==> config.mk <==
export PLATFORM = sky130hd
export DESIGN_NAME = rvv_backend
export DESIGN_NICKNAME = d
export VERILOG_FILES = /design/src/hw/rvv_data_pkg.sv /design/src/hw/rvv_inst_pkg.sv /design/src/hw/rvv_backend.sv /design/src/hw/rvv_exec_retire.sv /design/src/hw/rvv_uop_queue.sv /design/src/hw/rvv_decode.sv
export VERILOG_INCLUDE_DIRS = /design/src /design/src/hw
export SDC_FILE = /design/constraint.sdc
export NUM_CORES = 2
export LEC_CHECK = 0
export BUFFER_PORTS_ARGS = -buffer_cell sky130_fd_sc_hd__buf_2
export CORE_MARGIN = 2
export CORE_UTILIZATION = 50
export DETAILED_ROUTE_END_ITERATION = 10
export PLACE_DENSITY = 0.62
export SLEW_MARGIN = 20
export SYNTH_ARGS = -nofsm -noshare
export SYNTH_HDL_FRONTEND = slang
export SYNTH_HIERARCHICAL = 1
export SYNTH_SLANG_ARGS = --single-unit
==> constraint.sdc <==
create_clock -name clk -period 7.52 [get_ports clk]
set_input_delay 1.504 -clock clk [delete_from_list [all_inputs] [get_ports clk]]
set_output_delay 1.504 -clock clk [all_outputs]
set_load 0.05 [all_outputs]
==> src/hw/rvv_macros.svh <==
`ifndef RVV_MACROS_SVH
`define RVV_MACROS_SVH

// Bits in one vector register
`define RVV_VLEN 32

// Bits in one element
`define RVV_SEW 8

// Elements per register, VLEN / SEW
`define RVV_LANES 4

// Micro-op queue entries
`define RVV_UQ_DEPTH 4

`endif
==> src/hw/rvv_data_pkg.sv <==
`default_nettype none

`include "rvv_macros.svh"

package rvv_data_pkg;

  // Architectural vector register number, v0 to v31
  typedef logic [4:0] vreg_idx_t;

  // Single lane element
  typedef logic [`RVV_SEW-1:0] elem_t;

  // Full register word, lane 0 in the low bits
  typedef logic [`RVV_VLEN-1:0] vreg_t;

endpackage

`default_nettype wire

==> src/hw/rvv_inst_pkg.sv <==
`default_nettype none

package rvv_inst_pkg;

  // Supported lane operations
  typedef enum logic [1:0] {
    OP_VADD   = 2'd0,
    OP_VSADDU = 2'd1,
    OP_VSUB   = 2'd2,
    OP_VMVX   = 2'd3
  } rvv_op_e;

  // Group size code, 0..3 -> 1, 2, 4, 8 registers
  typedef logic [1:0] lmul_t;

  // Instruction as it arrives on the input port
  typedef struct packed {
    rvv_op_e                 op;
    rvv_data_pkg::vreg_idx_t vd;
    rvv_data_pkg::vreg_idx_t vs1;
    rvv_data_pkg::vreg_idx_t vs2;
    lmul_t                   lmul;
    rvv_data_pkg::elem_t     scalar;
  } inst_t;

  // One register-sized slice of an instruction
  typedef struct packed {
    rvv_op_e                 op;
    rvv_data_pkg::vreg_idx_t vd;
    rvv_data_pkg::vreg_idx_t vs1;
    rvv_data_pkg::vreg_idx_t vs2;
    rvv_data_pkg::elem_t     scalar;
  } uop_t;

endpackage

`default_nettype wire

==> src/hw/rvv_backend.sv <==
`timescale 1ns/1ps
`default_nettype none

module rvv_backend (
  input  logic                    clk,
  input  logic                    rst_n,
  input  logic                    inst_valid,
  input  rvv_inst_pkg::inst_t     inst,
  input  logic                    rt_ready,
  output logic                    inst_ready,
  output logic                    rt_valid,
  output rvv_data_pkg::vreg_idx_t rt_index,
  output rvv_data_pkg::vreg_t     rt_data,
  output logic                    rt_vxsat
);

  // Decoder to queue
  logic               uq_push;
  rvv_inst_pkg::uop_t uq_uop;
  logic               uq_full;

  // Queue to execute
  logic               uq_empty;
  rvv_inst_pkg::uop_t uq_head;
  logic               uq_pop;

  rvv_decode u_decode (
    .clk        (clk),
    .rst_n      (rst_n),
    .inst_valid (inst_valid),
    .inst       (inst),
    .uq_full    (uq_full),
    .inst_ready (inst_ready),
    .uq_push    (uq_push),
    .uq_uop     (uq_uop)
  );

  rvv_uop_queue u_uop_queue (
    .clk   (clk),
    .rst_n (rst_n),
    .push  (uq_push),
    .din   (uq_uop),
    .pop   (uq_pop),
    .dout  (uq_head),
    .full  (uq_full),
    .empty (uq_empty)
  );

  rvv_exec_retire u_exec (
    .clk      (clk),
    .rst_n    (rst_n),
    .uq_empty (uq_empty),
    .uq_head  (uq_head),
    .rt_ready (rt_ready),
    .uq_pop   (uq_pop),
    .rt_valid (rt_valid),
    .rt_index (rt_index),
    .rt_data  (rt_data),
    .rt_vxsat (rt_vxsat)
  );

endmodule

`default_nettype wire

==> src/hw/rvv_exec_retire.sv <==
`timescale 1ns/1ps
`default_nettype none

`include "rvv_macros.svh"

module rvv_exec_retire (
  input  logic                      clk,
  input  logic                      rst_n,
  input  logic                      uq_empty,
  input  rvv_inst_pkg::uop_t        uq_head,
  input  logic                      rt_ready,
  output logic                      uq_pop,
  output logic                      rt_valid,
  output rvv_data_pkg::vreg_idx_t   rt_index,
  output rvv_data_pkg::vreg_t       rt_data,
  output logic                      rt_vxsat
);

  localparam int NUM_VREGS = 2 ** $bits(rvv_data_pkg::vreg_idx_t);

  rvv_data_pkg::vreg_t rf [NUM_VREGS];
  rvv_data_pkg::vreg_t src1;
  rvv_data_pkg::vreg_t src2;
  rvv_data_pkg::vreg_t result;
  logic                sat;

  assign src1 = rf[uq_head.vs1];
  assign src2 = rf[uq_head.vs2];

  // Retire register free, or draining on this edge
  assign uq_pop = !uq_empty && (!rt_valid || rt_ready);

  // Lane-wise datapath
  always_comb begin
    rvv_data_pkg::elem_t a;
    rvv_data_pkg::elem_t b;
    logic [`RVV_SEW:0]   wide;
    result = '0;
    sat    = 1'b0;
    for (int l = 0; l < `RVV_LANES; l++) begin
      a    = src1[l*`RVV_SEW +: `RVV_SEW];
      b    = src2[l*`RVV_SEW +: `RVV_SEW];
      wide = {1'b0, b} + {1'b0, a};
      case (uq_head.op)
        rvv_inst_pkg::OP_VADD: begin
          result[l*`RVV_SEW +: `RVV_SEW] = wide[`RVV_SEW-1:0];
        end
        rvv_inst_pkg::OP_VSADDU: begin
          // Carry out means the lane clamps to all ones
          if (wide[`RVV_SEW]) begin
            result[l*`RVV_SEW +: `RVV_SEW] = '1;
            sat = 1'b1;
          end else begin
            result[l*`RVV_SEW +: `RVV_SEW] = wide[`RVV_SEW-1:0];
          end
        end
        rvv_inst_pkg::OP_VSUB: begin
          // vs2 - vs1
          result[l*`RVV_SEW +: `RVV_SEW] = b - a;
        end
        rvv_inst_pkg::OP_VMVX: begin
          result[l*`RVV_SEW +: `RVV_SEW] = uq_head.scalar;
        end
        default: begin
          result[l*`RVV_SEW +: `RVV_SEW] = '0;
        end
      endcase
    end
  end

  // Write-back at pop time so the next micro-op sees it
  always_ff @(posedge clk or negedge rst_n) begin
    if (!rst_n) begin
      for (int r = 0; r < NUM_VREGS; r++) begin
        rf[r] <= '0;
      end
    end else if (uq_pop) begin
      rf[uq_head.vd] <= result;
    end
  end

  always_ff @(posedge clk or negedge rst_n) begin
    if (!rst_n) begin
      rt_valid <= 1'b0;
    end else if (uq_pop) begin
      rt_valid <= 1'b1;
    end else if (rt_ready) begin
      rt_valid <= 1'b0;
    end
  end

  // Retire record payload
  always_ff @(posedge clk) begin
    if (uq_pop) begin
      rt_index <= uq_head.vd;
      rt_data  <= result;
      rt_vxsat <= sat;
    end
  end

endmodule

`default_nettype wire

==> src/hw/rvv_uop_queue.sv <==
`timescale 1ns/1ps
`default_nettype none

`include "rvv_macros.svh"

module rvv_uop_queue (
  input  logic               clk,
  input  logic               rst_n,
  input  logic               push,
  input  rvv_inst_pkg::uop_t din,
  input  logic               pop,
  output rvv_inst_pkg::uop_t dout,
  output logic               full,
  output logic               empty
);

  localparam int PTR_W = $clog2(`RVV_UQ_DEPTH);
  localparam int CNT_W = $clog2(`RVV_UQ_DEPTH + 1);

  rvv_inst_pkg::uop_t mem [`RVV_UQ_DEPTH];
  logic [PTR_W-1:0]   wr_ptr;
  logic [PTR_W-1:0]   rd_ptr;
  logic [CNT_W-1:0]   count;
  logic               do_push;
  logic               do_pop;

  // Step a pointer around the ring
  function automatic logic [PTR_W-1:0] next_ptr(input logic [PTR_W-1:0] ptr);
    if (ptr == PTR_W'(`RVV_UQ_DEPTH - 1)) begin
      next_ptr = '0;
    end else begin
      next_ptr = ptr + PTR_W'(1);
    end
  endfunction

  assign full    = (count == CNT_W'(`RVV_UQ_DEPTH));
  assign empty   = (count == '0);
  assign do_push = push && !full;
  assign do_pop  = pop && !empty;
  assign dout    = mem[rd_ptr];

  always_ff @(posedge clk or negedge rst_n) begin
    if (!rst_n) begin
      wr_ptr <= '0;
      rd_ptr <= '0;
      count  <= '0;
    end else begin
      if (do_push) begin
        wr_ptr <= next_ptr(wr_ptr);
      end
      if (do_pop) begin
        rd_ptr <= next_ptr(rd_ptr);
      end
      // Simultaneous push and pop keeps the count
      if (do_push && !do_pop) begin
        count <= count + CNT_W'(1);
      end else if (do_pop && !do_push) begin
        count <= count - CNT_W'(1);
      end
    end
  end

  always_ff @(posedge clk) begin
    if (do_push) begin
      mem[wr_ptr] <= din;
    end
  end

endmodule

`default_nettype wire

==> src/hw/rvv_decode.sv <==
`timescale 1ns/1ps
`default_nettype none

module rvv_decode (
  input  logic                clk,
  input  logic                rst_n,
  input  logic                inst_valid,
  input  rvv_inst_pkg::inst_t inst,
  input  logic                uq_full,
  output logic                inst_ready,
  output logic                uq_push,
  output rvv_inst_pkg::uop_t  uq_uop
);

  typedef enum logic {
    DEC_IDLE,
    DEC_EXPAND
  } dec_state_e;

  dec_state_e          state;
  rvv_inst_pkg::inst_t inst_q;
  // Up to 8 micro-ops remain, so 4 bits
  logic [3:0]          uops_left;
  logic [2:0]          offset;

  // Register number within the group, wraps past v31
  function automatic rvv_data_pkg::vreg_idx_t grp_reg(input rvv_data_pkg::vreg_idx_t base,
                                                      input logic [2:0] ofs);
    grp_reg = base + rvv_data_pkg::vreg_idx_t'(ofs);
  endfunction

  assign inst_ready = (state == DEC_IDLE);
  assign uq_push    = (state == DEC_EXPAND) && !uq_full;

  always_comb begin
    uq_uop.op     = inst_q.op;
    uq_uop.vd     = grp_reg(inst_q.vd, offset);
    uq_uop.vs1    = grp_reg(inst_q.vs1, offset);
    uq_uop.vs2    = grp_reg(inst_q.vs2, offset);
    uq_uop.scalar = inst_q.scalar;
  end

  always_ff @(posedge clk or negedge rst_n) begin
    if (!rst_n) begin
      state     <= DEC_IDLE;
      uops_left <= '0;
      offset    <= '0;
    end else begin
      case (state)
        DEC_IDLE: begin
          if (inst_valid) begin
            state     <= DEC_EXPAND;
            uops_left <= 4'd1 << inst.lmul;
            offset    <= '0;
          end
        end
        DEC_EXPAND: begin
          // Advance only when the queue took the micro-op
          if (uq_push) begin
            if (uops_left == 4'd1) begin
              state <= DEC_IDLE;
            end
            uops_left <= uops_left - 4'd1;
            offset    <= offset + 3'd1;
          end
        end
        default: state <= DEC_IDLE;
      endcase
    end
  end

  // Instruction payload, loaded on acceptance
  always_ff @(posedge clk) begin
    if (inst_valid && inst_ready) begin
      inst_q <= inst;
    end
  end

endmodule

`default_nettype wire

==> metrics.yaml <==
dr.pass1.iters: 6
start_kind: "register"
slew_viol_final: 0
fin_crit_sh_pct: 86.0
relSlewSlack_pct: 21.2
antenna_found_initial: 4
fmax_mhz: 155
finalSetupTns_ns: 0
rsz0062_at_grt: "no"
grt_pass1_wl_um: 277000
ctsResizeCount: 0
start_util_pct: 50.5
critPathMaxStageDelay_ns: 1.12
synth_top_area_share_pct: 41.5
synth_area_leader_cell: "dfrtp_1"
instances_no_fill: 6731
ys_top_cells_by_area: "dfrtp_1 (42%), mux4_2 (24%), edfxtp_1 (7.8%)"
ioPinCount: 71
max-clock-path-buffers: 3
crit_path_end_kind: "register"
yosys_warnings: 6
crit_family: "multiplexers"
path_class: "reg -> reg"
synth_seq_area_share_pct: 49.3
drt_iter0_drc: 4470
syn_nets: 5282
drive_above_1_share_pct: 24.3
drc: 0
syn-instance-count: 5161
post_synth.cell_area_avg_um2: 12.1
top_layer: "met4"
dp_cells: 6482
postSynth.asyncResetShare_pct: 86.5
maxCapViolCount: 0
synth.distinct_cells: 82
grt_pass1_vias: 41900
grt_overflow_total: 0
fp.dieH_um: 358
crit_path_max_fanout: 51
gp_congestion: 0.885
cts_buffers: 132
ys_seq_elements: 1203
wl_met3_um: 14900
cp.arrival_ns: 7.00
grt_use_total_pct: 29.6
reg2reg_slack_ns: 1.05
final_hold_viol_count: 0
fin_ws_ns: 1.05
hpwlAfterDp_um: 103000
area_growth_pct: 10.2
period_minus_slack_ns: 6.47
post-cts-setup-buffers: 0
min_path_type: "reg -> reg"
cts-root-buf: "clkbuf_16"
die_x_um: 358
vias: 42500
fin_skew_ns: 0.0186
crit_chain: "mux4_4 > buf_4 > mux4_2 > mux4_2 > mux2_2 > ha_1 > o21bai_1 > a2111oi_2 > o21bai_1 > a21oi_2 > nor2_1 > o22ai_2 > buf_4 > inv_1"
synth_area_um2: 62700
synth-main-ff-cell: "dfrtp_1"
route.met2.wl_um: 88600
dieArea_um2: 128000
cts_tree: "built"
core-area_um2: 124000
numPortBuffers: 70
drt-met1-wl_um: 75000
dp_slack_ns: 0.882
htreeDepth: 4
postCtsHoldBufs: 0
path_buf_inv: 3
crit_slowest_cell: "mux4_4"
numClockSinks: 1203
status: "complete, no violations"
routed_via_density: 6.32
cp.required_ns: 8.06
synth_edf_count: 163
utilization_pct: 55.7
drt-total-wl_um: 186000
worst_pin_slew_ns: 1.18
final_nets: 5103
grt_max_degree: 172
num_rows: 129
clock_latency_ns: 0.79
wl_per_cell_um: 27.6
ant_nets: 0
setup-violations-final: 0
cts.clk_slew.worst_paths_ns: 0.06
-- final timing paths --
check                      depth (start not counted)            endpoint                  start
hold / removal                                     2      u_exec/rf[820]         u_exec/rf[820]
max in group asynchronous                          2      u_exec/rf[765]                  rst_n
setup / recovery                                  14  u_exec/rt_data[10]  u_uop_queue/rd_ptr[0]
setup reg to reg                                  14  u_exec/rt_data[10]  u_uop_queue/rd_ptr[0]
hold reg to reg                                    2      u_exec/rf[820]         u_exec/rf[820]
min in group asynchronous                          1      u_exec/rf[495]                  rst_n
-- registers in the layout, summed over array words and instances (netlist names) --
name,flops
u_decode/offset,3
u_decode/uops_left,4
u_uop_queue/mem,100
u_decode/state,1
u_exec/rt_index,5
u_uop_queue/wr_ptr,2
u_exec/rt_data,32
u_decode/inst_q,15
u_decode/uq_uop,10
u_exec/rf,1024
u_uop_queue/rd_ptr,2
u_uop_queue/count,3
u_exec/rt_valid,1
u_exec/rt_vxsat,1
-- through the flow --
stage | hold slack [ns] | instance area (um^2)
final | 0.495 | 69100
after global routing | 0.511 | 69100
after CTS | 0.497 | 69000
after detailed placement | 0.484 | 64500
after global placement | 0.472 | 64500
after floorplan | 0.461 | 62700
-- cell usage after synthesis, drive strengths merged, types with 7 or more instances --
library cell / number
o21ai: 964
mux4: 665
a21o: 9
o21a: 8
xnor2: 34
o22ai: 11
and2: 9
ha: 78
nand3: 15
a311oi: 7
mux2i: 34
buf: 156
nor2b: 16
edfxtp: 163
inv: 115
xor2: 11
mux2: 70
dfrtp: 1040
fa: 12
a21oi: 114
a211oi: 9
o31ai: 13
nand2b: 15
nor2: 146
clkbuf: 335
nor3: 22
nand2: 1002
-- worst reg2reg max path: stages (launching register included) --
cell	delay [ns]
dfrtp_2	0.66
mux4_4	1.12
buf_4	0.66
mux4_2	0.40
mux4_2	0.48
mux2_2	0.29
ha_1	0.45
o21bai_1	0.18
a2111oi_2	0.38
o21bai_1	0.15
a21oi_2	0.40
nor2_1	0.10
o22ai_2	0.53
buf_4	0.34
inv_1	0.09
-- routing by layer --
metal  vias up  track usage [%]
li1      18500                -
met4         0             11.5
met3       392             6.03
met5         -                0
met1     21900             40.4
met2      1717             47.1
-- cell families after synthesis --
family | count (synthesis) | share of synthesized area, %
buf+inv | 606 | 4.01
mux | 769 | 25.7
compound gates | 1191 | 10.4
simple gates | 1257 | 7.94
flops | 1203 | 49.3
fa+ha+maj | 90 | 1.94
xor+xnor | 45 | 0.629
-- cell usage in the layout, fill, tap and decap left out, types with 34 or more instances in the layout --
cell type / instances
dfrtp_1: 1039
buf_4: 84
xnor2_1: 34
mux2i_1: 34
clkbuf_16: 134
nor2_1: 145
o21ai_2: 36
inv_1: 113
edfxtp_1: 163
buf_2: 69
o21ai_0: 907
mux4_2: 656
nand2_1: 969
ha_1: 78
mux2_2: 68
a21oi_1: 112
-- layout make-up --
| cell class | count | area (um^2) |
|---|---|---|
| fill | 10200 | 55000 |
| sequential | 1203 | 30900 |
| multi-input combinational | 3352 | 29700 |
| clock buffer | 185 | 3720 |
| tap | 1637 | 2050 |
| timing repair buffer | 178 | 1470 |
| clock inverter | 60 | 823 |
| inverter | 115 | 432 |
| antenna | 1 | 2.50 |
Power is left out: the tool's default activity adds up to more than one toggle a clock period on the data nets, which glitch-free logic cannot reach.
